### src/approx_pkg.sv
package approx_pkg;

    ////////////////////
    // Datapath widths
    ////////////////////

    localparam int OP_W   = 16;   // Signed operand width
    localparam int PROD_W = 32;   // Product and APB data width

    ////////////////////
    // APB register map
    ////////////////////

    localparam int ADDR_W = 8;

    localparam logic [ADDR_W-1:0] REG_OP_X    = 8'h00;  // RW, low 16 bits kept
    localparam logic [ADDR_W-1:0] REG_OP_Y    = 8'h04;  // RW, write launches a sample
    localparam logic [ADDR_W-1:0] REG_CTRL    = 8'h08;  // WO, reads as zero
    localparam logic [ADDR_W-1:0] REG_APPROX  = 8'h0C;  // RO
    localparam logic [ADDR_W-1:0] REG_EXACT   = 8'h10;  // RO
    localparam logic [ADDR_W-1:0] REG_ERR_SUM = 8'h14;  // RO
    localparam logic [ADDR_W-1:0] REG_ERR_MAX = 8'h18;  // RO
    localparam logic [ADDR_W-1:0] REG_COUNT   = 8'h1C;  // RO

    // Control register fields
    localparam int CTRL_CLEAR_BIT = 0;

    // Error sum sticks here instead of wrapping
    localparam logic [PROD_W-1:0] ERR_SUM_MAX = {PROD_W{1'b1}};

endpackage
### src/err_metrics.sv
`timescale 1ns/100ps

module err_metrics (
    input  logic                            clk,
    input  logic                            rst,
    input  logic                            start,
    input  logic                            clear,
    input  logic [approx_pkg::OP_W-1:0]     op_x,
    input  logic [approx_pkg::OP_W-1:0]     op_y,
    input  logic [approx_pkg::PROD_W-1:0]   approx_prod,
    output logic [approx_pkg::PROD_W-1:0]   approx_q,
    output logic [approx_pkg::PROD_W-1:0]   exact_q,
    output logic [approx_pkg::PROD_W-1:0]   err_sum,
    output logic [approx_pkg::PROD_W-1:0]   err_max,
    output logic [approx_pkg::PROD_W-1:0]   sample_count
);

    logic signed [approx_pkg::PROD_W-1:0] exact;
    logic signed [approx_pkg::PROD_W:0]   diff;     // One extra bit, no overflow
    logic        [approx_pkg::PROD_W-1:0] abs_err;
    logic        [approx_pkg::PROD_W:0]   sum_ext;
    logic        [approx_pkg::PROD_W-1:0] sum_next;

    // Reference product from the ordinary signed multiply
    assign exact = $signed(op_x) * $signed(op_y);

    assign diff = $signed({approx_prod[approx_pkg::PROD_W-1], approx_prod}) -
                  $signed({exact[approx_pkg::PROD_W-1], exact});

    // Magnitude always fits in 32 bits
    assign abs_err = diff[approx_pkg::PROD_W] ? (~diff[approx_pkg::PROD_W-1:0] + 1'b1)
                                              : diff[approx_pkg::PROD_W-1:0];

    ////////////////////
    // Saturating sum
    ////////////////////

    assign sum_ext  = {1'b0, err_sum} + {1'b0, abs_err};
    assign sum_next = sum_ext[approx_pkg::PROD_W] ? approx_pkg::ERR_SUM_MAX
                                                  : sum_ext[approx_pkg::PROD_W-1:0];

    always_ff @(posedge clk) begin
        if (rst) begin
            approx_q     <= '0;
            exact_q      <= '0;
            err_sum      <= '0;
            err_max      <= '0;
            sample_count <= '0;
        end else begin
            if (start) begin
                approx_q <= approx_prod;
                exact_q  <= exact;
            end

            // Clear has priority, products stay
            if (clear) begin
                err_sum      <= '0;
                err_max      <= '0;
                sample_count <= '0;
            end else if (start) begin
                err_sum      <= sum_next;
                sample_count <= sample_count + 1'b1;
                if (abs_err > err_max)
                    err_max <= abs_err;
            end
        end
    end

endmodule

### config.mk
export PLATFORM = sky130hd
export DESIGN_NAME = err_metrics
export DESIGN_NICKNAME = d
export VERILOG_FILES = /design/src/approx_pkg.sv /design/src/err_metrics.sv
export SDC_FILE = /design/constraint.sdc
export NUM_CORES = 1
export LEC_CHECK = 0
export BUFFER_PORTS_ARGS = -buffer_cell sky130_fd_sc_hd__buf_2
export CORE_AREA = 5 5 250 252
export CTS_BUF_LIST = sky130_fd_sc_hd__clkbuf_8
export CTS_CLUSTER_SIZE = 14
export DETAILED_ROUTE_END_ITERATION = 16
export DIE_AREA = 0 0 255 257
export SYNTH_ARGS = -nofsm -noshare
export SYNTH_HDL_FRONTEND = slang
export SYNTH_SLANG_ARGS = --single-unit
### constraint.sdc
create_clock -name clk -period 24.5 [get_ports clk]
set_input_delay 0 -clock clk [delete_from_list [all_inputs] [get_ports clk]]
set_output_delay 0 -clock clk [all_outputs]
set_load 0.1 [all_outputs]
* Word level (Yosys, flattened, before mapping)
Index checks and enable logic that the tools add are counted.
** Word-level totals
- Bits in registers :: 160
- Input port bits :: 68
- Output and inout bits :: 160
** Cells by class
- Add/sub/neg operators :: 4
- Multiply operators :: 1
- Order comparisons :: 1
- Mux-type cells :: 2
- Bitwise logic cells :: 1
- Reductions and logical operators :: 2
** Operator list (number)
- 32-bit by 1-bit adder with 32-bit output (second input constant) :: 2
- 32-bit 2-to-1 mux :: 2
- 32-bit by 32-bit adder with 33-bit output :: 1
- 32-bit by 32-bit subtractor with 33-bit output :: 1
- 32-bit greater-than comparator :: 1
- 16-bit by 16-bit multiplier with 32-bit output :: 1
- 32-bit NOT :: 1
- 2-bit AND reduction :: 1
- 2-bit OR reduction :: 1

* Logic depth before layout (Yosys ltp)
- Depth in word-level cells :: 7
- Depth in mapped cells :: 50

* Worst setup path after synthesis
Ideal clock, no wire load.
- Path type :: input port to flip-flop
- Start point :: input port op_y[1] (netlist name)
- End point :: register err_sum[10] (netlist name)
- Setup time :: 133 ps
- Arrival :: 10251 ps
- Setup slack :: 14116 ps
- Cell stages on the path :: 46
- Path buffers :: 4
- Cell sequence :: clkbuf_1 > nand2_1 > fa_1 > fa_1 > fa_1 > inv_1 > fa_1 > fa_1 > inv_1 > fa_1 > inv_1 > ha_1 > a21o_1 > a21oi_1 > nor2b_1 > a311oi_1 > nand2_1 > a21o_1 > [... 10 more ...] > o2111ai_1 > nand2_1 > clkbuf_1 > nand2_1 > xnor2_1 > ha_1 > o21a_1 > o21a_1 > o21ai_0 > a21oi_1 > o21ai_0 > a21oi_1 > o41ai_1 > a211oi_1 > nor3_1 > o311a_1 > clkbuf_1 > a21oi_1
** Between the ends
- Cells in the longest elaborated chain, start to end :: 7
** Ends and longest elaborated chain
- from (decl) :: line err_metrics.sv:9 : input logic [approx_pkg::OP_W-1:0] op_y,
- 16-bit by 16-bit multiplier with 32-bit output (*) :: line err_metrics.sv:25 : assign exact = $signed(op_x) * $signed(op_y);
- 32-bit by 32-bit subtractor with 33-bit output (*) :: line err_metrics.sv:27 : assign diff = $signed({approx_prod[approx_pkg::PROD_W-1], approx_prod}) -
- 32-bit NOT :: line err_metrics.sv:31 : assign abs_err = diff[approx_pkg::PROD_W] ? (~diff[approx_pkg::PROD_W-1:0] + 1'b1)
- 32-bit by 1-bit adder with 32-bit output :: line err_metrics.sv:31
- 32-bit 2-to-1 mux (*) :: line err_metrics.sv:31
- net abs_err, one bit :: line err_metrics.sv:20 : logic [approx_pkg::PROD_W-1:0] abs_err;
- 32-bit by 32-bit adder with 33-bit output (*) :: line err_metrics.sv:38 : assign sum_ext = {1'b0, err_sum} + {1'b0, abs_err};
- 32-bit 2-to-1 mux (*) :: line err_metrics.sv:39 : assign sum_next = sum_ext[approx_pkg::PROD_W] ? approx_pkg::ERR_SUM_MAX
- to (signal assigned) :: line err_metrics.sv:61 : err_sum <= sum_next;
- to (decl) :: line err_metrics.sv:13 : output logic [approx_pkg::PROD_W-1:0] err_sum,
The timed path passes the listed nets; every way through them passes the cells marked *.
A chain may end at the register's enable or synchronous reset.

* Worst setup path after layout
- Start point :: input port op_y[7] (netlist name)
- End point :: register err_sum[0] (netlist name)
The elaborated chain is that of the path after synthesis.

==> flow_metrics.py <==
metrics = {
    "timing": {
        "finalCriticalPeriod_ns": 12.27,
        "finalCritPeriodShare_pct": 50.1,
        "rsz0062_at_grt": "false",
        "fin_tns_setup_ns": 0,
        "hold_viol": 0,
        "timing.fmax_mhz": 81.5,
        "finalSetupViolCount": 0,
        "worst_pin_slew_ns": 1.24,
        "drv_slew": 0,
        "skew_ns": 0.0217,
        "slew_headroom_pct": 16.9,
    },
    "yosys": {
        "synth_cells": 2419,
        "synth_edf_count": 0,
        "ys.flop_type": "dfxtp_1",
        "async_flop_share_pct": 0,
        "netlist_top_cells_count": "inv_1 (392), fa_1 (264), nand2_1 (210)",
        "syn-num-nets": 2932,
        "yosysMostFrequentCell": "inv_1",
        "ys_seq_area_share_pct": 15.5,
        "ys_ff_latch": 160,
        "synth.area.top_cells": "fa_1 (26%), dfxtp_1 (15%), ha_1 (11%)",
        "yosys_warnings": 0,
        "yosysUniqueCellTypes": 76,
        "synth_area_um2": 20700,
        "synth_top_area_share_pct": 25.5,
        "avgSynthCellArea_um2": 8.56,
        "synth_largest_area_cell": "fa_1",
    },
    "grt": {
        "antenna_found_initial": 0,
        "grt_pass1_vias": 17591,
        "grt_pass1_wl_um": 92900,
        "track_usage_pct": 17.5,
        "grt_max_degree": 60,
        "gr-total-overflow": 0,
    },
    "critical_path": {
        "critical_path.endpoint_type": "flop",
        "cpMostUsedCell": "fa_1",
        "crit_path_max_fanout": 32,
        "critical_path_required_ns": 24.85,
        "critPathBufInv": 6,
        "cp_slowest_cell": "o311a_1",
        "path_class": "input pin to flop",
        "crit_arrival_ns": 12.62,
        "start_kind": "input pin",
        "rr_startpoint": "err_sum[0]",
        "crit_family": "compound AO/OA/AOI/OAI gates",
        "slowest_delay_ns": 1.01,
        "critPathLaunch": "op_y[7]",
    },
    "placed_design": {
        "dp_hpwl_um": 48200,
        "place_area_um2": 22600,
        "port_buffers": 227,
        "gp_congestion": 0.907,
    },
    "die": {
        "rows": 90,
        "dieWidth_um": 255,
        "core_area_um2": 59900,
        "io_pins": 228,
        "die_area_um2": 65500,
        "initial_core_util_pct": 34.6,
        "die_y_um": 257,
    },
    "drt": {
        "routed_wl_um": 58000,
        "routed_via_density": 5.07,
        "routed-via-count": 17308,
        "wire_per_inst_um": 17.0,
        "drtAntennaViolNets": 0,
        "drt-pass1-iter-count": 5,
        "drcViolationCount": 0,
        "first_iter_violations": 925,
    },
    "cells_and_area": {
        "area_delta_synth_final_pct": 12.5,
        "antenna_cells": 0,
        "layout-drive-gt1-share_pct": 11.4,
        "fin_nets": 3129,
        "design_area_um2": 23300,
    },
    "run_status": {
        "status": "finished clean",
    },
    "cts": {
        "worstSkewPairLatency_ns": 0.50,
        "cts_buffers": 17,
        "path_clk_slew_ns": 0.11,
        "cts_max_level": 4,
        "cts_buffer_depth": 2,
        "cts_root_buffer": "clkbuf_8",
        "postCtsSetupBuffers": 0,
        "cts_tree": "done",
        "clock_sinks": 160,
    },
    "hold_path": {
        "hp-class": "input pin to flop",
        "min-delay-start": "start",
    },
    "job": {
        "drv_cap": 0,
    },
}
state kept, by name, summed over array words and instances (netlist names):
register,count
approx_q,32
exact_q,32
sample_count,32
err_sum,32
err_max,32
kinds of logic (layout without fill, tap and decap cells):
group | count (synthesis) | count (layout) | share of synthesized area (%)
xor+xnor | 137 | 137 | 5.90
compound gates | 437 | 437 | 14.0
mux | 51 | 51 | 2.48
simple gates | 711 | 711 | 17.0
fa+ha+maj | 445 | 445 | 36.5
flops | 160 | 160 | 15.5
buf+inv | 478 | 688 | 8.66
cell usage in the layout (no fill, tap or decap), drive strengths merged, types with 10 or more instances in the layout:
| cell type | netlist | final |
|---|---|---|
| a21oi | 135 | 135 |
| a21o | 45 | 45 |
| o211a | 18 | 18 |
| ha | 181 | 181 |
| nor2b | 30 | 30 |
| o21a | 21 | 21 |
| mux2i | 49 | 49 |
| nand3 | 30 | 30 |
| and3 | 15 | 15 |
| nand2 | 210 | 210 |
| fa | 264 | 264 |
| nand4 | 23 | 23 |
| xnor2 | 64 | 64 |
| nor3 | 22 | 22 |
| dfxtp | 160 | 160 |
| xor2 | 73 | 73 |
| and2 | 140 | 140 |
| o211ai | 10 | 10 |
| or3 | 17 | 17 |
| a31oi | 17 | 17 |
| o21bai | 17 | 17 |
| nand2b | 19 | 19 |
| dlygate4sd3 | 0 | 32 |
| clkbuf | 81 | 17 |
| a211oi | 16 | 16 |
| buf | 4 | 231 |
| inv | 392 | 399 |
| o21ai | 98 | 98 |
| nor2 | 165 | 165 |
through the flow:
| step | worst slack [ns] | util, % | hold slack [ns] | cells |
|---|---|---|---|---|
| after CTS | 12.39 | 38.9 | 0.0417 | 3411 |
| final | 12.23 | 38.9 | 0.0894 | 3411 |
| after floorplan | 14.12 | - | 0.148 | 2419 |
| after global routing | 11.05 | 38.9 | 0.0913 | 3411 |
| after detailed placement | 11.82 | 37.6 | 0.271 | 3347 |
| after global placement | 12.17 | 37.6 | 0.261 | 3347 |
final cells by class:
type	count	area [um2]
inverter	393	1480
sequential	160	3200
tap	782	978
clock buffer	17	234
clock inverter	15	191
fill	6021	36600
timing repair buffer	263	1490
multi-input combinational	1781	15700
worst paths after layout:
kind | to | slack, ns | cells after the start
min | sample_count[5] | 0.09 | 5
min reg2reg | exact_q[4] | 0.49 | 2
max reg2reg | err_sum[0] | 20.29 | 14
max | err_sum[0] | 12.23 | 42
timing repair:
item,4_1_cts,5_1_grt
resized for setup,0,0
hold buffers,32,0
endpoints found under the hold margin,32,0
tightest hold or removal path, stage by stage:
cell	delay (ns)
buf_4	0.15
and4_1	0.16
nand3_1	0.09
xor2_1	0.07
nor2_1	0.07
layer usage:
metal / routed length, um / GRT usage, % / up-vias
li1: - / - / 8260
met1: 25100 / 23.1 / 8532
met2: 28400 / 29.4 / 426
met3: 2860 / 3.08 / 90
met4: 1580 / 5.07 / 0
met5: 0 / 0 / -
Power is not shown: default switching activity piles up to over one toggle a cycle in this logic, so the estimate is an artifact.
