## src/approx_pkg.sv

```systemverilog
package approx_pkg;

    ////////////////////
    // Datapath widths
    ////////////////////

    localparam int OP_W   = 16;   // Signed operand width
    localparam int PROD_W = 32;   // Product and APB data width

    ////////////////////
    // APB register map
    ////////////////////

    localparam int ADDR_W = 8;

    localparam logic [ADDR_W-1:0] REG_OP_X    = 8'h00;  // RW, low 16 bits kept
    localparam logic [ADDR_W-1:0] REG_OP_Y    = 8'h04;  // RW, write launches a sample
    localparam logic [ADDR_W-1:0] REG_CTRL    = 8'h08;  // WO, reads as zero
    localparam logic [ADDR_W-1:0] REG_APPROX  = 8'h0C;  // RO
    localparam logic [ADDR_W-1:0] REG_EXACT   = 8'h10;  // RO
    localparam logic [ADDR_W-1:0] REG_ERR_SUM = 8'h14;  // RO
    localparam logic [ADDR_W-1:0] REG_ERR_MAX = 8'h18;  // RO
    localparam logic [ADDR_W-1:0] REG_COUNT   = 8'h1C;  // RO

    // Control register fields
    localparam int CTRL_CLEAR_BIT = 0;

    // Error sum sticks here instead of wrapping
    localparam logic [PROD_W-1:0] ERR_SUM_MAX = {PROD_W{1'b1}};

endpackage
```

## src/apb_regs.sv

```systemverilog
`timescale 1ns/100ps

module apb_regs (
    input  logic                            clk,
    input  logic                            rst,
    // APB slave
    input  logic                            psel,
    input  logic                            penable,
    input  logic                            pwrite,
    input  logic [approx_pkg::ADDR_W-1:0]   paddr,
    input  logic [approx_pkg::PROD_W-1:0]   pwdata,
    output logic [approx_pkg::PROD_W-1:0]   prdata,
    output logic                            pready,
    output logic                            pslverr,
    // To the datapath
    output logic [approx_pkg::OP_W-1:0]     op_x,
    output logic [approx_pkg::OP_W-1:0]     op_y,
    output logic                            start,
    output logic                            clear,
    // Results and statistics
    input  logic [approx_pkg::PROD_W-1:0]   approx_q,
    input  logic [approx_pkg::PROD_W-1:0]   exact_q,
    input  logic [approx_pkg::PROD_W-1:0]   err_sum,
    input  logic [approx_pkg::PROD_W-1:0]   err_max,
    input  logic [approx_pkg::PROD_W-1:0]   sample_count
);

    logic                          access;
    logic                          addr_hit;
    logic                          read_only;
    logic                          bad_access;
    logic                          wr_en;
    logic [approx_pkg::PROD_W-1:0] rd_mux;

    assign access = psel & penable;

    ////////////////////
    // Address decode
    ////////////////////

    always_comb begin
        addr_hit  = 1'b1;
        read_only = 1'b0;
        rd_mux    = '0;
        case (paddr)
            approx_pkg::REG_OP_X:
                rd_mux = {{(approx_pkg::PROD_W-approx_pkg::OP_W){op_x[approx_pkg::OP_W-1]}},
                          op_x};
            approx_pkg::REG_OP_Y:
                rd_mux = {{(approx_pkg::PROD_W-approx_pkg::OP_W){op_y[approx_pkg::OP_W-1]}},
                          op_y};
            approx_pkg::REG_CTRL:    rd_mux = '0;   // Clear is self-clearing
            approx_pkg::REG_APPROX: begin
                rd_mux    = approx_q;
                read_only = 1'b1;
            end
            approx_pkg::REG_EXACT: begin
                rd_mux    = exact_q;
                read_only = 1'b1;
            end
            approx_pkg::REG_ERR_SUM: begin
                rd_mux    = err_sum;
                read_only = 1'b1;
            end
            approx_pkg::REG_ERR_MAX: begin
                rd_mux    = err_max;
                read_only = 1'b1;
            end
            approx_pkg::REG_COUNT: begin
                rd_mux    = sample_count;
                read_only = 1'b1;
            end
            default: addr_hit = 1'b0;
        endcase
    end

    assign bad_access = ~addr_hit | (pwrite & read_only);
    assign wr_en      = access & pwrite & ~bad_access;   // Errored writes change nothing

    // Zero wait state, data and error valid in the access phase
    assign pready  = 1'b1;
    assign pslverr = access & bad_access;
    assign prdata  = (access & ~pwrite & addr_hit) ? rd_mux : '0;

    ////////////////////
    // Write side
    ////////////////////

    always_ff @(posedge clk) begin
        if (rst) begin
            op_x  <= '0;
            op_y  <= '0;
            start <= 1'b0;
            clear <= 1'b0;
        end else begin
            start <= 1'b0;
            clear <= 1'b0;
            if (wr_en) begin
                case (paddr)
                    approx_pkg::REG_OP_X: op_x <= pwdata[approx_pkg::OP_W-1:0];
                    approx_pkg::REG_OP_Y: begin
                        op_y  <= pwdata[approx_pkg::OP_W-1:0];
                        start <= 1'b1;   // Sample taken once op_y has settled
                    end
                    approx_pkg::REG_CTRL: clear <= pwdata[approx_pkg::CTRL_CLEAR_BIT];
                    default: ;
                endcase
            end
        end
    end

endmodule

```

## config.mk

```make
export PLATFORM = sky130hd
export DESIGN_NAME = apb_regs
export DESIGN_NICKNAME = d
export VERILOG_FILES = /design/src/approx_pkg.sv /design/src/apb_regs.sv
export SDC_FILE = /design/constraint.sdc
export NUM_CORES = 1
export LEC_CHECK = 0
export ABC_AREA = 1
export BUFFER_PORTS_ARGS = -buffer_cell sky130_fd_sc_hd__buf_2
export CORE_AREA = 2 2 106 108
export DETAILED_ROUTE_END_ITERATION = 10
export DIE_AREA = 0 0 108 110
export PLACE_DENSITY = 0.64
export SLEW_MARGIN = 40
export SYNTH_ARGS = -nofsm -noshare
export SYNTH_HDL_FRONTEND = slang
export SYNTH_SLANG_ARGS = --single-unit
```

## constraint.sdc

```tcl
create_clock -name clk -period 4.59 [get_ports clk]
set_input_delay 1.377 -clock clk [delete_from_list [all_inputs] [get_ports clk]]
set_output_delay 1.377 -clock clk [all_outputs]
set_load 0.03 [all_outputs]
```

======== Word level (Yosys, flattened, before mapping) ========
Index checks and enable logic that the tools add are counted.
Widths: inputs -> output; s select.
word-level totals
  flip-flop bits (word level) ............. 34
  input bits .............................. 205
  word-level logic and storage cells ...... 36
operators by class
  equality and inequality tests ........... 7
  mux-type cells .......................... 5
  bitwise gates (word level) .............. 13
  reduce and logical (&&, ||, !) cells .... 7
operators by type and width
  kind                number
  $pmux 32 s7         1
  $eq 8x5->1 const B  4
  $mux 32             1
  $eq 8x4->1 const B  2
  $eq 8x3->1 const B  1
  $logic_not 8->1     1
  $reduce_or 8->1     1
  $and 1x1->1         7
  $not 1->1           5
  $reduce_or 5->1     1
  $reduce_and 2->1    2
  $mux 1              3
  $reduce_or 3->1     1
  $reduce_or 2->1     1
  $or 1x1->1          1

======== Longest topological paths before layout ========
  depth in word-level cells ............... 9
  depth in mapped cells ................... 11
  gate-level depth less buffers ........... 10

======== Worst setup path after synthesis ========
Ideal clock, no wire load.
  path kind ............................... input -> output
  start ................................... in paddr[1] (netlist name)
  end ..................................... out prdata[10] (netlist name)
  arrival time ............................ 2.726 ns
  required time ........................... 3.213 ns
  setup slack ............................. 0.487 ns
  stages on the path ...................... 8
  cell sequence ........................... nor2_4 nand3_1 nor2_4 inv_2 buf_4 o21ai_0 a21oi_1 a21oi_1
on the way
  longest elaborated chain between the ends .. 5
RTL lines
  what                                line            source
  start: declaration                  apb_regs.sv:10  input logic [approx_pkg::ADDR_W-1:0] paddr,
  $eq 8x4->1 (tied with other cells)  apb_regs.sv:45  case (paddr)
  $reduce_or 8->1 (no source line)    --
  $mux 1                              apb_regs.sv:45
  $and 1x1->1                         apb_regs.sv:83  assign prdata = (access & ~pwrite & addr_hit) ? rd_mux : '0;
  $mux 32 (*)                         apb_regs.sv:83
  end: declaration                    apb_regs.sv:12  output logic [approx_pkg::PROD_W-1:0] prdata,
Every way passes the cells marked *; elsewhere a longest branch is shown, timed or not.

======== Worst setup path in the final report ========
  start ................................... in paddr[1] (netlist name)
  end ..................................... out prdata[27] (netlist name)
The elaborated chain is that of the path after synthesis.

==> impl_metrics.yaml <==
place:
  dpl.hpwl_um: 10700
  globalplace.congestion: 0.803
  post_dp_cell_area_um2: 4520
  port_buffers: 255
  dp_cells: 944
detailed_routing:
  routedWlPerCell_um: 14.4
  maxUsedRoutingLayer: "met4"
  met2_length_um: 6590
  final_antenna_net_count: 0
  wl_met3_um: 1380
  routed_via_density: 4.67
  first_pass_iters: 5
  m1WireLength_um: 5600
  vias: 4453
  drc_errors: 0
  wirelength_um: 13700
  drt_iter0_drc: 249
clocking:
  htree_levels: 2
  clk_latency_ns: 0.28
  ctsResizeCount: 0
  hold_buffers: 0
  cts.root.buffer_cell: "clkbuf_8"
  path_clk_slew_ns: 0.07
  cts_buffers: 5
  cts_num_sinks: 34
  postCtsSetupBuffers: 0
  clockBufferDepth: 2
  cts_tree: "yes"
synth:
  synthesis.area_um2: 3100
  yosys.area_share.xor_xnor_pct: 0
  synth-adder-area-share_pct: 0
  synth_seq_cells: 34
  synthTopCellsByArea: "nand2_1 (23%), dfxtp_1 (22%), nor2_1 (12%)"
  ys_types: 25
  synth_top_area_cell: "nand2_1"
  synth_top_family_by_area: "simple AND/OR/NAND/NOR gates"
  synth_compound_area_share_pct: 11.7
  synthMuxAreaShare_pct: 0
  ys_seq_area_share_pct: 22.0
  synth_simple_gate_area_share_pct: 54.0
  syn_inst: 569
  synth_top_area_share_pct: 23.4
  synth_nets: 774
  ys_warn_count: 0
  syn_avg_cell_area_um2: 5.45
power_and_ir_drop:
  p_int_mw: 0.481
  power_density_nw_per_um2: 139
  p_clk_share_pct: 35.5
  p_comb_share_pct: 18.6
  power.leakage_nw: 2.48
  switching_share_pct: 25.1
  switchingPower_mw: 0.162
  ir_worst_vdd_mv: 0.217
  p_seq_share_pct: 45.9
die:
  rows: 38
  die_w_um: 108
  dieArea_um2: 11900
  start_util_pct: 29.0
  die_h_um: 110
  ioPinCount: 273
  core_area_um2: 10700
layout:
  drive_above_1_share_pct: 36.8
  layoutNonFillerInstCount: 953
  final_core_util_pct: 43.1
  layout_common_cells: "buf_2 (255), nand2_1 (193), nor2_1 (95), nand3_1 (55), inv_1 (43)"
  final_common_cell: "buf_2"
  postLayoutCellArea_um2: 4610
  layout.nets: 1016
  area_growth_pct: 48.7
  nFillCells: 1237
setup_path:
  cp_cell_sequence: "buf_2, nor2_4, nand3_1, nor2_4, nand2_2, nand4_1, nor2_1, nor2_1, buf_2"
  worstSetupPathType: "in2out"
  cp_max_fo: 17
  regToRegEndpoint: "op_y[15]"
  start_kind: "input port"
  worst-path-buf-inv: 2
  r2r_start: "op_y[15]"
  slowest_stage: "nand2_2"
  cpPeakStageDelay_ns: 0.31
  cp.required_ns: 3.21
  cp-end-kind: "output port"
  ff2ff_path_depth: 4
  cpLargestDelayFamily: "simple AND/OR/NAND/NOR gates"
  r2r_slack_ns: 3.87
  arrival_ns: 3.02
global_routing:
  overflow: 0
  grt_util_all_layers_pct: 21.7
  grt_pass1_wl_um: 20200
  antenna_found_initial: 0
  grt_max_degree: 34
  first_global_vias: 4007
hold_path:
  min_path_type: "reg2reg"
  holdPathEnd: "op_x[13]"
  hold_depth: 2
  hp-start: "op_x[13]"
sta:
  finalCritPeriodShare_pct: 95.9
  skew_ns: 0
  setup_viol: 0
  rsz0062_at_grt: "false"
  max_slew.worst_pin.slew_ns: 0.767
  setup_tns_ns: 0
  period_minus_slack_ns: 4.40
  holdWs_ns: 0.463
  finalHoldViolCount: 0
  max-slew-margin-rel_pct: 48.8
  slew_viol_final: 0
  fmax_mhz: 227
run_status:
  status: "finished clean"
job:
  cap_violations: 0
-- worst register-to-register path, stage by stage, from the launching register on --
cell	delay [ns]
dfxtp_1	0.39
inv_1	0.05
nand2_1	0.07
nand2_1	0.06
nor2_1	0.09
-- power by group through the flow --
| stage | logic (mW) | registers, mW | clock network [mW] |
|---|---|---|---|
| 2_1_floorplan | 0.0285 | 0.302 | 0 |
| 4_1_cts | 0.120 | 0.295 | 0.236 |
| 5_1_grt | 0.132 | 0.295 | 0.250 |
| 3_5_place_dp | 0.119 | 0.302 | 0 |
| 3_3_place_gp | 0.118 | 0.302 | 0 |
| 6_report | 0.120 | 0.295 | 0.228 |
-- state kept, by name, indices dropped and copies added (netlist names) --
| name | flops |
|---|---|
| op_y | 16 |
| op_x | 16 |
| clear | 1 |
| start | 1 |
-- stage by stage --
step                      setup WS [ns]  power [mW]
after floorplan                   0.487       0.330
after global placement            0.193       0.420
after detailed placement          0.197       0.421
after CTS                         0.193       0.651
after global routing             0.0877       0.677
final                             0.189       0.643
-- how the worst max path moves through the flow --
stage,start,endpoint,cells past startpoint
2_1_floorplan,paddr[1],prdata[10],8
3_3_place_gp,paddr[1],prdata[27],9
3_5_place_dp,paddr[1],prdata[27],9
4_1_cts,paddr[1],prdata[27],9
5_1_grt,paddr[4],prdata[8],9
6_report,paddr[1],prdata[27],9
-- per-layer routing --
metal	GRT usage [%]	up-vias
li1	-	2300
met5	0	-
met4	3.75	0
met2	38.9	201
met3	5.53	9
met1	26.6	1943
-- Yosys cell counts --
| library cell | instances |
|---|---|
| nand2_1 | 193 |
| nor2_1 | 96 |
| nand3_1 | 55 |
| inv_1 | 44 |
| dfxtp_1 | 34 |
| a21oi_1 | 33 |
| nand4_1 | 24 |
| buf_2 | 16 |
| o21ai_0 | 16 |
| clkbuf_1 | 10 |
| o211ai_1 | 8 |
| o21ai_1 | 8 |
| nor2_4 | 6 |
| buf_4 | 5 |
| buf_6 | 4 |
| inv_2 | 4 |
| nand2_2 | 4 |
| nand3_2 | 2 |
| a21oi_4 | 1 |
| and2_1 | 1 |
| conb_1 | 1 |
| nand4_2 | 1 |
| nand4_4 | 1 |
| nor2_2 | 1 |
| nor3_1 | 1 |
-- cell families (layout without fill, tap and decap cells) --
logic type             count (synthesis)  in the layout
buffers and inverters                 83            326
other                                  1              2
AND/OR/NAND/NOR                      385            385
flip-flops                            34             34
AO/OA/AOI/OAI                         66             66
-- final cells by class --
cell class / count / area, um^2 / share of cell area, %
flip-flops and latches: 34 / 681 / 14.8
diodes: 1 / 2.50 / 0.0543
inverters: 48 / 180 / 3.91
clock inverters: 1 / 5.00 / 0.109
repair buffers: 270 / 1440 / 31.2
clock buffers: 7 / 86.3 / 1.87
well taps: 140 / 175 / 3.80
multi-input cells: 452 / 2040 / 44.3
No activity file was read; power rests on OpenSTA's default activity.
