<file path="src/approx_pkg.sv">
package approx_pkg;

    ////////////////////
    // Datapath widths
    ////////////////////

    localparam int OP_W   = 16;   // Signed operand width
    localparam int PROD_W = 32;   // Product and APB data width

    ////////////////////
    // APB register map
    ////////////////////

    localparam int ADDR_W = 8;

    localparam logic [ADDR_W-1:0] REG_OP_X    = 8'h00;  // RW, low 16 bits kept
    localparam logic [ADDR_W-1:0] REG_OP_Y    = 8'h04;  // RW, write launches a sample
    localparam logic [ADDR_W-1:0] REG_CTRL    = 8'h08;  // WO, reads as zero
    localparam logic [ADDR_W-1:0] REG_APPROX  = 8'h0C;  // RO
    localparam logic [ADDR_W-1:0] REG_EXACT   = 8'h10;  // RO
    localparam logic [ADDR_W-1:0] REG_ERR_SUM = 8'h14;  // RO
    localparam logic [ADDR_W-1:0] REG_ERR_MAX = 8'h18;  // RO
    localparam logic [ADDR_W-1:0] REG_COUNT   = 8'h1C;  // RO

    // Control register fields
    localparam int CTRL_CLEAR_BIT = 0;

    // Error sum sticks here instead of wrapping
    localparam logic [PROD_W-1:0] ERR_SUM_MAX = {PROD_W{1'b1}};

endpackage
</file>
<file path="src/approx_signed_mul.sv">
`timescale 1ns/100ps

module approx_signed_mul (
    input  logic signed [approx_pkg::OP_W-1:0]   x,
    input  logic signed [approx_pkg::OP_W-1:0]   y,
    output logic        [approx_pkg::PROD_W-1:0] z
);

    ////////////////////
    // Partial products
    ////////////////////

    // Row i is y weighted by x[i], Baugh-Wooley sign handling
    logic [approx_pkg::OP_W-1:0] pp [approx_pkg::OP_W];

    // Sparse rows that replace the six lowest partial products
    logic [approx_pkg::PROD_W-1:0] cmp [5];

    logic [approx_pkg::PROD_W-1:0] acc;

    genvar i;
    generate
        for (i = 0; i < approx_pkg::OP_W - 1; i++) begin : g_row
            assign pp[i][approx_pkg::OP_W-2:0] = y[approx_pkg::OP_W-2:0] &
                                                 {(approx_pkg::OP_W-1){x[i]}};
            assign pp[i][approx_pkg::OP_W-1]   = ~(y[approx_pkg::OP_W-1] & x[i]);
        end
    endgenerate

    // Sign row, inverted the other way round
    assign pp[approx_pkg::OP_W-1][approx_pkg::OP_W-2:0] =
        ~(y[approx_pkg::OP_W-2:0] & {(approx_pkg::OP_W-1){x[approx_pkg::OP_W-1]}});
    assign pp[approx_pkg::OP_W-1][approx_pkg::OP_W-1] =
        y[approx_pkg::OP_W-1] & x[approx_pkg::OP_W-1];

    ////////////////////
    // Compressed low rows
    ////////////////////

    // Rows 0 to 5 are mostly dropped
    // The survivors are merged pairwise with AND, OR or XOR
    always_comb begin
        for (int k = 0; k < 5; k++) begin
            cmp[k] = '0;
        end

        // First row collects most of the merged terms
        cmp[0][3]  = pp[0][2] & pp[1][1];
        cmp[0][4]  = pp[0][4] | pp[1][3];
        cmp[0][8]  = pp[2][5] & pp[3][4];
        cmp[0][10] = pp[2][8] ^ pp[3][7];   // Half adder sum
        cmp[0][11] = pp[2][8] & pp[3][7];   // and its carry
        cmp[0][12] = pp[4][7] | pp[5][6];
        cmp[0][14] = pp[2][11] & pp[3][10];
        cmp[0][16] = pp[2][13] & pp[3][12];
        cmp[0][17] = pp[1][15];             // Sign term of row 1, moved up one place
        cmp[0][18] = pp[2][15] & pp[3][14];
        cmp[0][19] = pp[4][15] ^ pp[5][14];
        cmp[0][20] = pp[4][15] & pp[5][14];

        cmp[1][11] = pp[4][6] & pp[5][5];
        cmp[1][14] = pp[4][10] ^ pp[5][9];
        cmp[1][17] = pp[2][14] | pp[3][13];
        cmp[1][18] = pp[3][15];
        cmp[1][20] = pp[5][15];

        cmp[2][17] = pp[2][15] ^ pp[3][14];
        cmp[2][18] = pp[4][13] & pp[5][12];

        cmp[3][17] = pp[4][12] | pp[5][11];
        cmp[3][18] = pp[4][14] ^ pp[5][13];

        cmp[4][17] = pp[4][13] ^ pp[5][12];
    end

    ////////////////////
    // Final summation
    ////////////////////

    always_comb begin
        logic [approx_pkg::PROD_W-1:0] row;

        acc = '0;

        // Upper rows go in exact, shifted into place
        for (int r = 6; r < approx_pkg::OP_W; r++) begin
            row = '0;
            row[approx_pkg::OP_W-1:0] = pp[r];
            acc = acc + (row << r);
        end

        // Correction one of the sign row, top of the product
        acc = acc + {1'b1, {(approx_pkg::PROD_W-1){1'b0}}};

        for (int k = 0; k < 5; k++) begin
            acc = acc + cmp[k];
        end
    end

    assign z = acc;   // Wraps modulo 2^32 like the array it models

endmodule

</file>
<file path="config.mk">
export PLATFORM = sky130hd
export DESIGN_NAME = approx_signed_mul
export DESIGN_NICKNAME = d
export VERILOG_FILES = /design/src/approx_pkg.sv /design/src/approx_signed_mul.sv
export SDC_FILE = /design/constraint.sdc
export NUM_CORES = 1
export LEC_CHECK = 0
export BUFFER_PORTS_ARGS = -buffer_cell sky130_fd_sc_hd__buf_2
export CAP_MARGIN = 25
export CORE_UTILIZATION = 65
export DETAILED_ROUTE_END_ITERATION = 10
export MAX_ROUTING_LAYER = met4
export PLACE_DENSITY = 0.95
export SYNTH_ARGS = -nofsm -noshare
export SYNTH_HDL_FRONTEND = slang
export SYNTH_SLANG_ARGS = --single-unit
export TNS_END_PERCENT = 30
</file>
<file path="constraint.sdc">
create_clock -name vclk -period 26.2
set_input_delay 3.93 -clock vclk [all_inputs]
set_output_delay 3.93 -clock vclk [all_outputs]
set_load 0.05 [all_outputs]
</file>
; ---- Yosys cells after proc, flatten, opt, wreduce, memory -nomap -nowiden
; Index checks and enable logic that the tools add are counted.
; W data, S select, Z words.
[word_totals]
regBits = 0
latchBits = 0
mem_bits_rw = 0
rom_bits = 0
in_bits = 32
wordCells = 80
n_memories = 0
[classes]
addsub = 15
multipliers = 0
n_div = 0
magnitude_cmp = 0
n_eq_ne = 0
shift = 0
mux = 0
n_bitwise = 65
reduce_logical = 0
[op_table]
columns = cell, count
row1 = $and A15 B15 Y15, 14
row2 = $add A32 B19 Y32, 2
row3 = $add A32 B21 Y32, 2
row4 = $add A32 B18 Y32, 1
row5 = $add A32 B30 Y32, 1
row6 = $add A32 B31 Y32, 1
row7 = $add A32 B32 Y32 const B, 1
row8 = $add A29 B29 Y30, 1
row9 = $add A28 B28 Y29, 1
row10 = $add A27 B27 Y28, 1
row11 = $add A26 B26 Y27, 1
row12 = $add A25 B25 Y26, 1
row13 = $add A24 B24 Y25, 1
row14 = $add A22 B23 Y24, 1
row15 = $and A1 B1 Y1, 24
row16 = $not A15 Y15, 1
row17 = $not A1 Y1, 14
row18 = $xor A1 B1 Y1, 6
row19 = $and A5 B5 Y5, 1
row20 = $and A4 B4 Y4, 1
row21 = $or A1 B1 Y1, 4

; ---- Logic depth before layout (Yosys ltp)
; Gate-level depths: netlist of run 1.
[depth]
word_depth = 17
mapped_depth = 31

; ---- Worst setup path after synthesis of run 1
; No wires, ideal clock.
[synth_path]
path_type = input-to-output
start = input y[1] (netlist bit)
end = output z[31] (netlist bit)
arrival_time_ns = 11.700
slack_ns = 10.570
cell_stages = 26
path_buffers = 1
path_cell_list = clkbuf_1 -> and2_1 -> fa_1 -> fa_1 -> fa_1 -> fa_1 -> fa_1 -> a211oi_1 -> o21ai_1 -> a21o_1 -> a21o_1 -> xor2_1 -> ha_1 -> inv_1 -> fa_1 -> inv_1 -> fa_1 -> inv_1 -> fa_1 -> inv_1 -> ha_1 -> a21oi_1 -> a21boi_2 -> o41a_4 -> a41o_1 -> xnor2_1
[synth_via]
elab_chain_len = 16
word_cells_on_any_way = 28
classes_between = add/sub: 15 / bitwise: 13
[synth_lines]
columns = element, line_no
row1 = start: declaration, approx_signed_mul.sv:5  ; input logic signed [approx_pkg::OP_W-1:0] y,
row2 = $and A15 B15 Y15, approx_signed_mul.sv:24  ; assign pp[i][approx_pkg::OP_W-2:0] = y[approx_pkg::OP_W-2:0] &
row3 = $add A22 B23 Y24, approx_signed_mul.sv:89  ; acc = acc + (row << r);
row4 = $add A24 B24 Y25, approx_signed_mul.sv:89
row5 = $add A25 B25 Y26, approx_signed_mul.sv:89
row6 = $add A26 B26 Y27, approx_signed_mul.sv:89
row7 = $add A27 B27 Y28, approx_signed_mul.sv:89
row8 = $add A28 B28 Y29, approx_signed_mul.sv:89
row9 = $add A29 B29 Y30, approx_signed_mul.sv:89
row10 = $add A32 B30 Y32, approx_signed_mul.sv:89
row11 = $add A32 B31 Y32, approx_signed_mul.sv:89
row12 = $add A32 B32 Y32, approx_signed_mul.sv:93  ; acc = acc + {1'b1, {(approx_pkg::PROD_W-1){1'b0}}};
row13 = $add A32 B21 Y32 * (2 in series), approx_signed_mul.sv:96  ; acc = acc + cmp[k];
row14 = $add A32 B19 Y32 * (2 in series), approx_signed_mul.sv:96
row15 = $add A32 B18 Y32 *, approx_signed_mul.sv:96
row16 = end: declaration, approx_signed_mul.sv:6  ; output logic [approx_pkg::PROD_W-1:0] z
; Mark *: on every way between the ends. The rest lies on a longest branch, timed or not.

; ---- Final worst setup path of run 1
[layout_path]
start = input x[11] (netlist bit)
end = output z[30] (netlist bit)
[layout_via]
elab_chain_len = 13
word_cells_on_any_way = 14
classes_between = add/sub: 11 / bitwise: 3
[layout_lines]
columns = element, line_no
row1 = start: declaration, approx_signed_mul.sv:4  ; input logic signed [approx_pkg::OP_W-1:0] x,
row2 = $and A1 B1 Y1, approx_signed_mul.sv:26  ; assign pp[i][approx_pkg::OP_W-1] = ~(y[approx_pkg::OP_W-1] & x[i]);
row3 = $not A1 Y1, approx_signed_mul.sv:26
row4 = $add A27 B27 Y28 *, approx_signed_mul.sv:89
row5 = $add A28 B28 Y29 *, approx_signed_mul.sv:89
row6 = $add A29 B29 Y30 *, approx_signed_mul.sv:89
row7 = $add A32 B30 Y32 *, approx_signed_mul.sv:89
row8 = $add A32 B31 Y32 *, approx_signed_mul.sv:89
row9 = $add A32 B32 Y32 *, approx_signed_mul.sv:93
row10 = $add A32 B21 Y32 * (2 in series), approx_signed_mul.sv:96
row11 = $add A32 B19 Y32 * (2 in series), approx_signed_mul.sv:96
row12 = $add A32 B18 Y32 *, approx_signed_mul.sv:96
; Marks and branches as above.

==> results of run 1 <==
[cells in the final DEF, fill, tap and decap left out, types with 2 or more instances in the layout]
master and instances:
a211oi_1 4, a21o_1 16, a21oi_1 16, a22o_1 3, a22oi_1 2, a31oi_1 2, a41o_1 2, and2_1 79
and3_1 5, and4_1 2, buf_2 60, conb_1 4, fa_1 118, ha_1 104, inv_1 125, nand2_1 107
nand2b_1 2, nand3_1 4, nor2_1 20, nor3_1 7, o21a_1 5, o21ai_0 6, o21ai_1 8, o21bai_1 4
o22ai_1 4, or3_1 4, xnor2_1 28, xor2_1 9
[worst paths after layout]
check	startpoint	end	slack, ns	cells past startpoint
worst min-delay path	x[0]	z[4]	8.33	3
worst max-delay path	x[11]	z[30]	10.34	27
[cells in the mapped netlist, types with 2 or more instances]
cell type / instances / share of area [%]
ha_1: 104 / 21
fa_1: 118 / 37
a31oi_1: 2 / 0.20
a21o_1: 16 / 1.9
and4_1: 2 / 0.28
xnor2_1: 28 / 3.9
clkbuf_1: 25 / 1.5
a22o_1: 3 / 0.41
nand3_1: 4 / 0.32
a41o_1: 2 / 0.32
nor3_1: 7 / 0.55
o21ai_1: 8 / 0.63
nand2_1: 107 / 6.3
xor2_1: 9 / 1.2
a211oi_1: 4 / 0.47
o22ai_1: 4 / 0.39
inv_1: 125 / 7.4
o21ai_0: 6 / 0.47
a22oi_1: 2 / 0.24
and3_1: 5 / 0.49
a21oi_1: 16 / 1.3
o21a_1: 5 / 0.59
nor2_1: 20 / 1.2
buf_4: 4 / 0.47
or3_1: 4 / 0.39
and2_1: 79 / 7.8
o21bai_1: 4 / 0.47
nand2b_1: 2 / 0.20
[per-stage QoR]
step	cells	hold slack [ns]	instance area [um^2]	util [%]
global placement	895	8.31	6680	71.6
CTS	895	8.32	6680	71.6
finish	895	8.33	6680	71.6
detailed placement	895	8.32	6680	71.6
floorplan	736	8.14	6350	-
global route	895	8.34	6680	71.6
[layer usage]
layer	share of wire (%)	track usage, %	routed length [um]	up-vias
met2	52	56.8	7590	312
met1	35	35.8	5180	2550
li1	-	-	-	2374
met5	0	-	0	-
met4	4.2	13.8	615	0
met3	8.4	2.57	1220	78
[logic make-up after synthesis]
group / Yosys count
other cells: 1
fa+ha+maj: 222
buf+inv: 155
xor+xnor: 37
simple gates: 235
compound gates: 83
[final cells by class]
class              count  area, um^2  share of cell area (%)
multi-input cells    581        5750                    86.1
inverters            125         469                    7.03
repair buffers        60         300                    4.50
well taps            129         161                    2.42
==> metrics.txt, run 1 <==
status finished clean; # resized after CTS 0; Starting Density 68.0%; Slew Limit Fails 0; GPL Wtd Cong around 0.90; Synth Area in XOR/XNOR 5.11%; final hold vios 0; clock buf count 0; post-synthesis cell count roughly 730; fin crit share 60.5%; Synth Warn # 0; pre-CTS setup slack roughly 10 ns; largest net degree at the start of global routing 17; Fmax approximately 63 MHz; area growth from synthesis to layout 5.33%; RSZ-0062 raised after global routing false; crit start category primary input; initial antenna violation count 0; DP HPWL between 10 and 15 mm; # Post-CTS Setup Buffers 0; Antenna Cells 0; Hold Crit Class primary input to primary output; Pre-antenna DRT Iters 8; Total Negative Setup Slacks 0 ns; Final Net Count around 1000; simple-gate share of the synthesized area about 18%; io pins 64; I/O Buffers 60; GRT Residual Overflow 0; seq_cells 0; library cells used by synthesis 46; Rows 35; first-pass GRT wire length ~25 mm; Die Wd ~100 um; CP endpoint kind primary output; chip height 101 um; Post-Synth Adder-Cell Area 57.8%; Fill cells around 630; Syn Area/Cell 8.65 um^2; vias in the first global route ~5700; layout cell share with drive strength beyond 1 8.88%; Total Routing Usage GR 31.5%; largest stage delay on the critical path 0.55 ns; Synth Cell Area 6340 um^2; DRC 0; Buf/Inv on CP 6; CP arrival 11.93 ns; Die Area 10200 um^2; critical path peak fanout 16; DRT antenna net count 0; Post-CTS Hold Buffers 0; largest family of logic cells by synthesized area adder cells; required time worst endpoint around 22 ns; register area share after synthesis 0%; slowest library cell on the worst path fa_1; First DRT Iteration DRCs between 300 and 400; minimum clock period roughly 16 ns; CP Class primary input to primary output; routed len/inst around 16 um; Routed WL about 15 mm; drt via density slightly below 6; via count 5314; Critical Path Most Common Cell fa_1; Finish-stage setup viols 0; number of max-cap violations 0; mux cell area share after synthesis 0%; Top delay family on crit path adder cells; area of the core 9330 um^2; FF+latch area 0 um^2; complex-gate fraction of the synthesized area 9.32%; fin worst setup slack approximately 10 ns
Power of run 1 is not shown: default switching activity piles up to over one toggle a cycle in this logic, so the estimate is an artifact.
==> run 2: changes to the inputs <==
--- a/config.mk
+++ b/config.mk
@@ -7,10 +7,10 @@
 export LEC_CHECK = 0
 export BUFFER_PORTS_ARGS = -buffer_cell sky130_fd_sc_hd__buf_2
 export CAP_MARGIN = 25
-export CORE_UTILIZATION = 65
+export CORE_UTILIZATION = 64
 export DETAILED_ROUTE_END_ITERATION = 10
 export MAX_ROUTING_LAYER = met4
-export PLACE_DENSITY = 0.95
+export PLACE_DENSITY = 0.94
 export SYNTH_ARGS = -nofsm -noshare
 export SYNTH_HDL_FRONTEND = slang
 export SYNTH_SLANG_ARGS = --single-unit
==> constraint.sdc (replaced) <==
create_clock -name vclk -period 15.1
set_input_delay 2.265 -clock vclk [all_inputs]
set_output_delay 2.265 -clock vclk [all_outputs]
set_load 0.05 [all_outputs]
==> run 2 against run 1 <==
- cell area stayed put
- sequential share of layout area is the same
- flip-flop and latch count unchanged
- global-route usage fell by 0.78 points
- cell count did not move
- die area increased by 1.5%
- worst hold slack lost 3.4 ns
- core utilization decreased by 0.67 points
==> metrics.txt, run 2 (synthesized netlist as in run 1, its figures left out) <==
io pins 64 (unchanged); GPL Wtd Cong 0.907 (+1.3%); CP arrival 10.15 ns (-1.78 ns); # resized after CTS 0 (unchanged); status finished clean; CP endpoint kind primary output; Slew Limit Fails 0 (unchanged); Routed WL 14.5 mm (-0.84%); final hold vios 0 (unchanged); chip height 102 um (+0.76%); initial antenna violation count 0 (unchanged); area growth from synthesis to layout 5.33% (unchanged); Finish-stage setup viols 0 (unchanged); vias in the first global route 5655 (-0.16%); critical path peak fanout 16 (unchanged); routed len/inst 16.2 um (-0.84%); Critical Path Most Common Cell fa_1; CP Class primary input to primary output; slowest library cell on the worst path fa_1; most frequent cells in the layout inv_1 (125), fa_1 (118), nand2_1 (107); RSZ-0062 raised after global routing false; Fmax about 81 MHz; First DRT Iteration DRCs 233 (-31%); hold_ws 4.97 ns (-3.35 ns); Rows 35 (unchanged); crit start category primary input; DRC 0 (unchanged); largest net degree at the start of global routing 17 (unchanged); number of max-cap violations 0 (unchanged); Total Negative Setup Slacks 0 ns (unchanged); Die Area 10300 um^2 (+1.5%); drt via density 5.88 (-0.96%); GRT Residual Overflow 0 (unchanged); Hold Crit Class primary input to primary output; fin worst setup slack 2.68 ns (-7.66 ns); DRT antenna net count 0 (unchanged); # Post-CTS Setup Buffers 0 (unchanged); clock buf count 0 (unchanged); Antenna Cells 0 (unchanged); DP HPWL 12.2 mm (about the same); I/O Buffers 60 (unchanged); required time worst endpoint 12.84 ns (-9.43 ns); area of the multi-input gates 5750 um^2 (unchanged); Starting Density 67.3% (-0.63 points); largest stage delay on the critical path 0.54 ns (about the same); seq_cells 0 (unchanged); first-pass GRT wire length 24.6 mm (-0.45%); via count 5263 (-0.96%); Post-CTS Hold Buffers 0 (unchanged); area of the core 9420 um^2 (+0.94%); FF+latch area 0 um^2 (unchanged); Fill cells 643 (+2.7%); Pre-antenna DRT Iters 5 (-3); pre-CTS setup slack 2.74 ns (-7.67 ns); most common cell after layout, fill and taps aside inv_1; fin crit share between 80% and 90%; minimum clock period 12.42 ns; Final Net Count 1022 (unchanged); Total Routing Usage GR 30.7% (-0.78 points); Die Wd 102 um (+0.76%); layout cell share with drive strength beyond 1 8.88% (unchanged)
-- run 2: cell counts in the layout (fill, tap and decap cells not counted) --
Identical to the previous run, type by type.
-- run 2: worst paths after layout --
kind | from | endpoint | depth (start not counted)
setup / recovery | x[12] | z[30] | 27
hold / removal | x[0] | z[4] | 3
-- run 2: cell type report --
cell class         instances  area share, %
repair buffers            60           4.50
multi-input cells        581           86.1
well taps                129           2.42
inverters                125           7.03
-- run 2: metal layers --
metal | vias to the layer above | wire [um] | GRT usage [%]
met2 | 256 | 7380 | 53.6
met1 | 2560 | 5420 | 35.6
met4 | 0 | 728 | 13.8
met5 | - | 0 | -
li1 | 2368 | - | -
met3 | 79 | 959 | 3.24
-- run 2: through the flow --
step | utilization [%] | std cells | instance area [um^2]
after CTS | 70.9 | 895 | 6680
after global routing | 70.9 | 895 | 6680
after detailed placement | 70.9 | 895 | 6680
after floorplan | - | 736 | 6350
final | 70.9 | 895 | 6680
after global placement | 70.9 | 895 | 6680
-- run 2: worst max-delay path, delay by kind of cell --
family | cells | cell delay (ns)
adder cells (fa/ha/maj) | 10 | 4.77
AND/OR/NAND/NOR | 1 | 0.19
AO/OA/AOI/OAI | 8 | 1.95
buffers and inverters | 6 | 0.68
XOR/XNOR | 2 | 0.29
Power of run 2 is left out for the same reason.
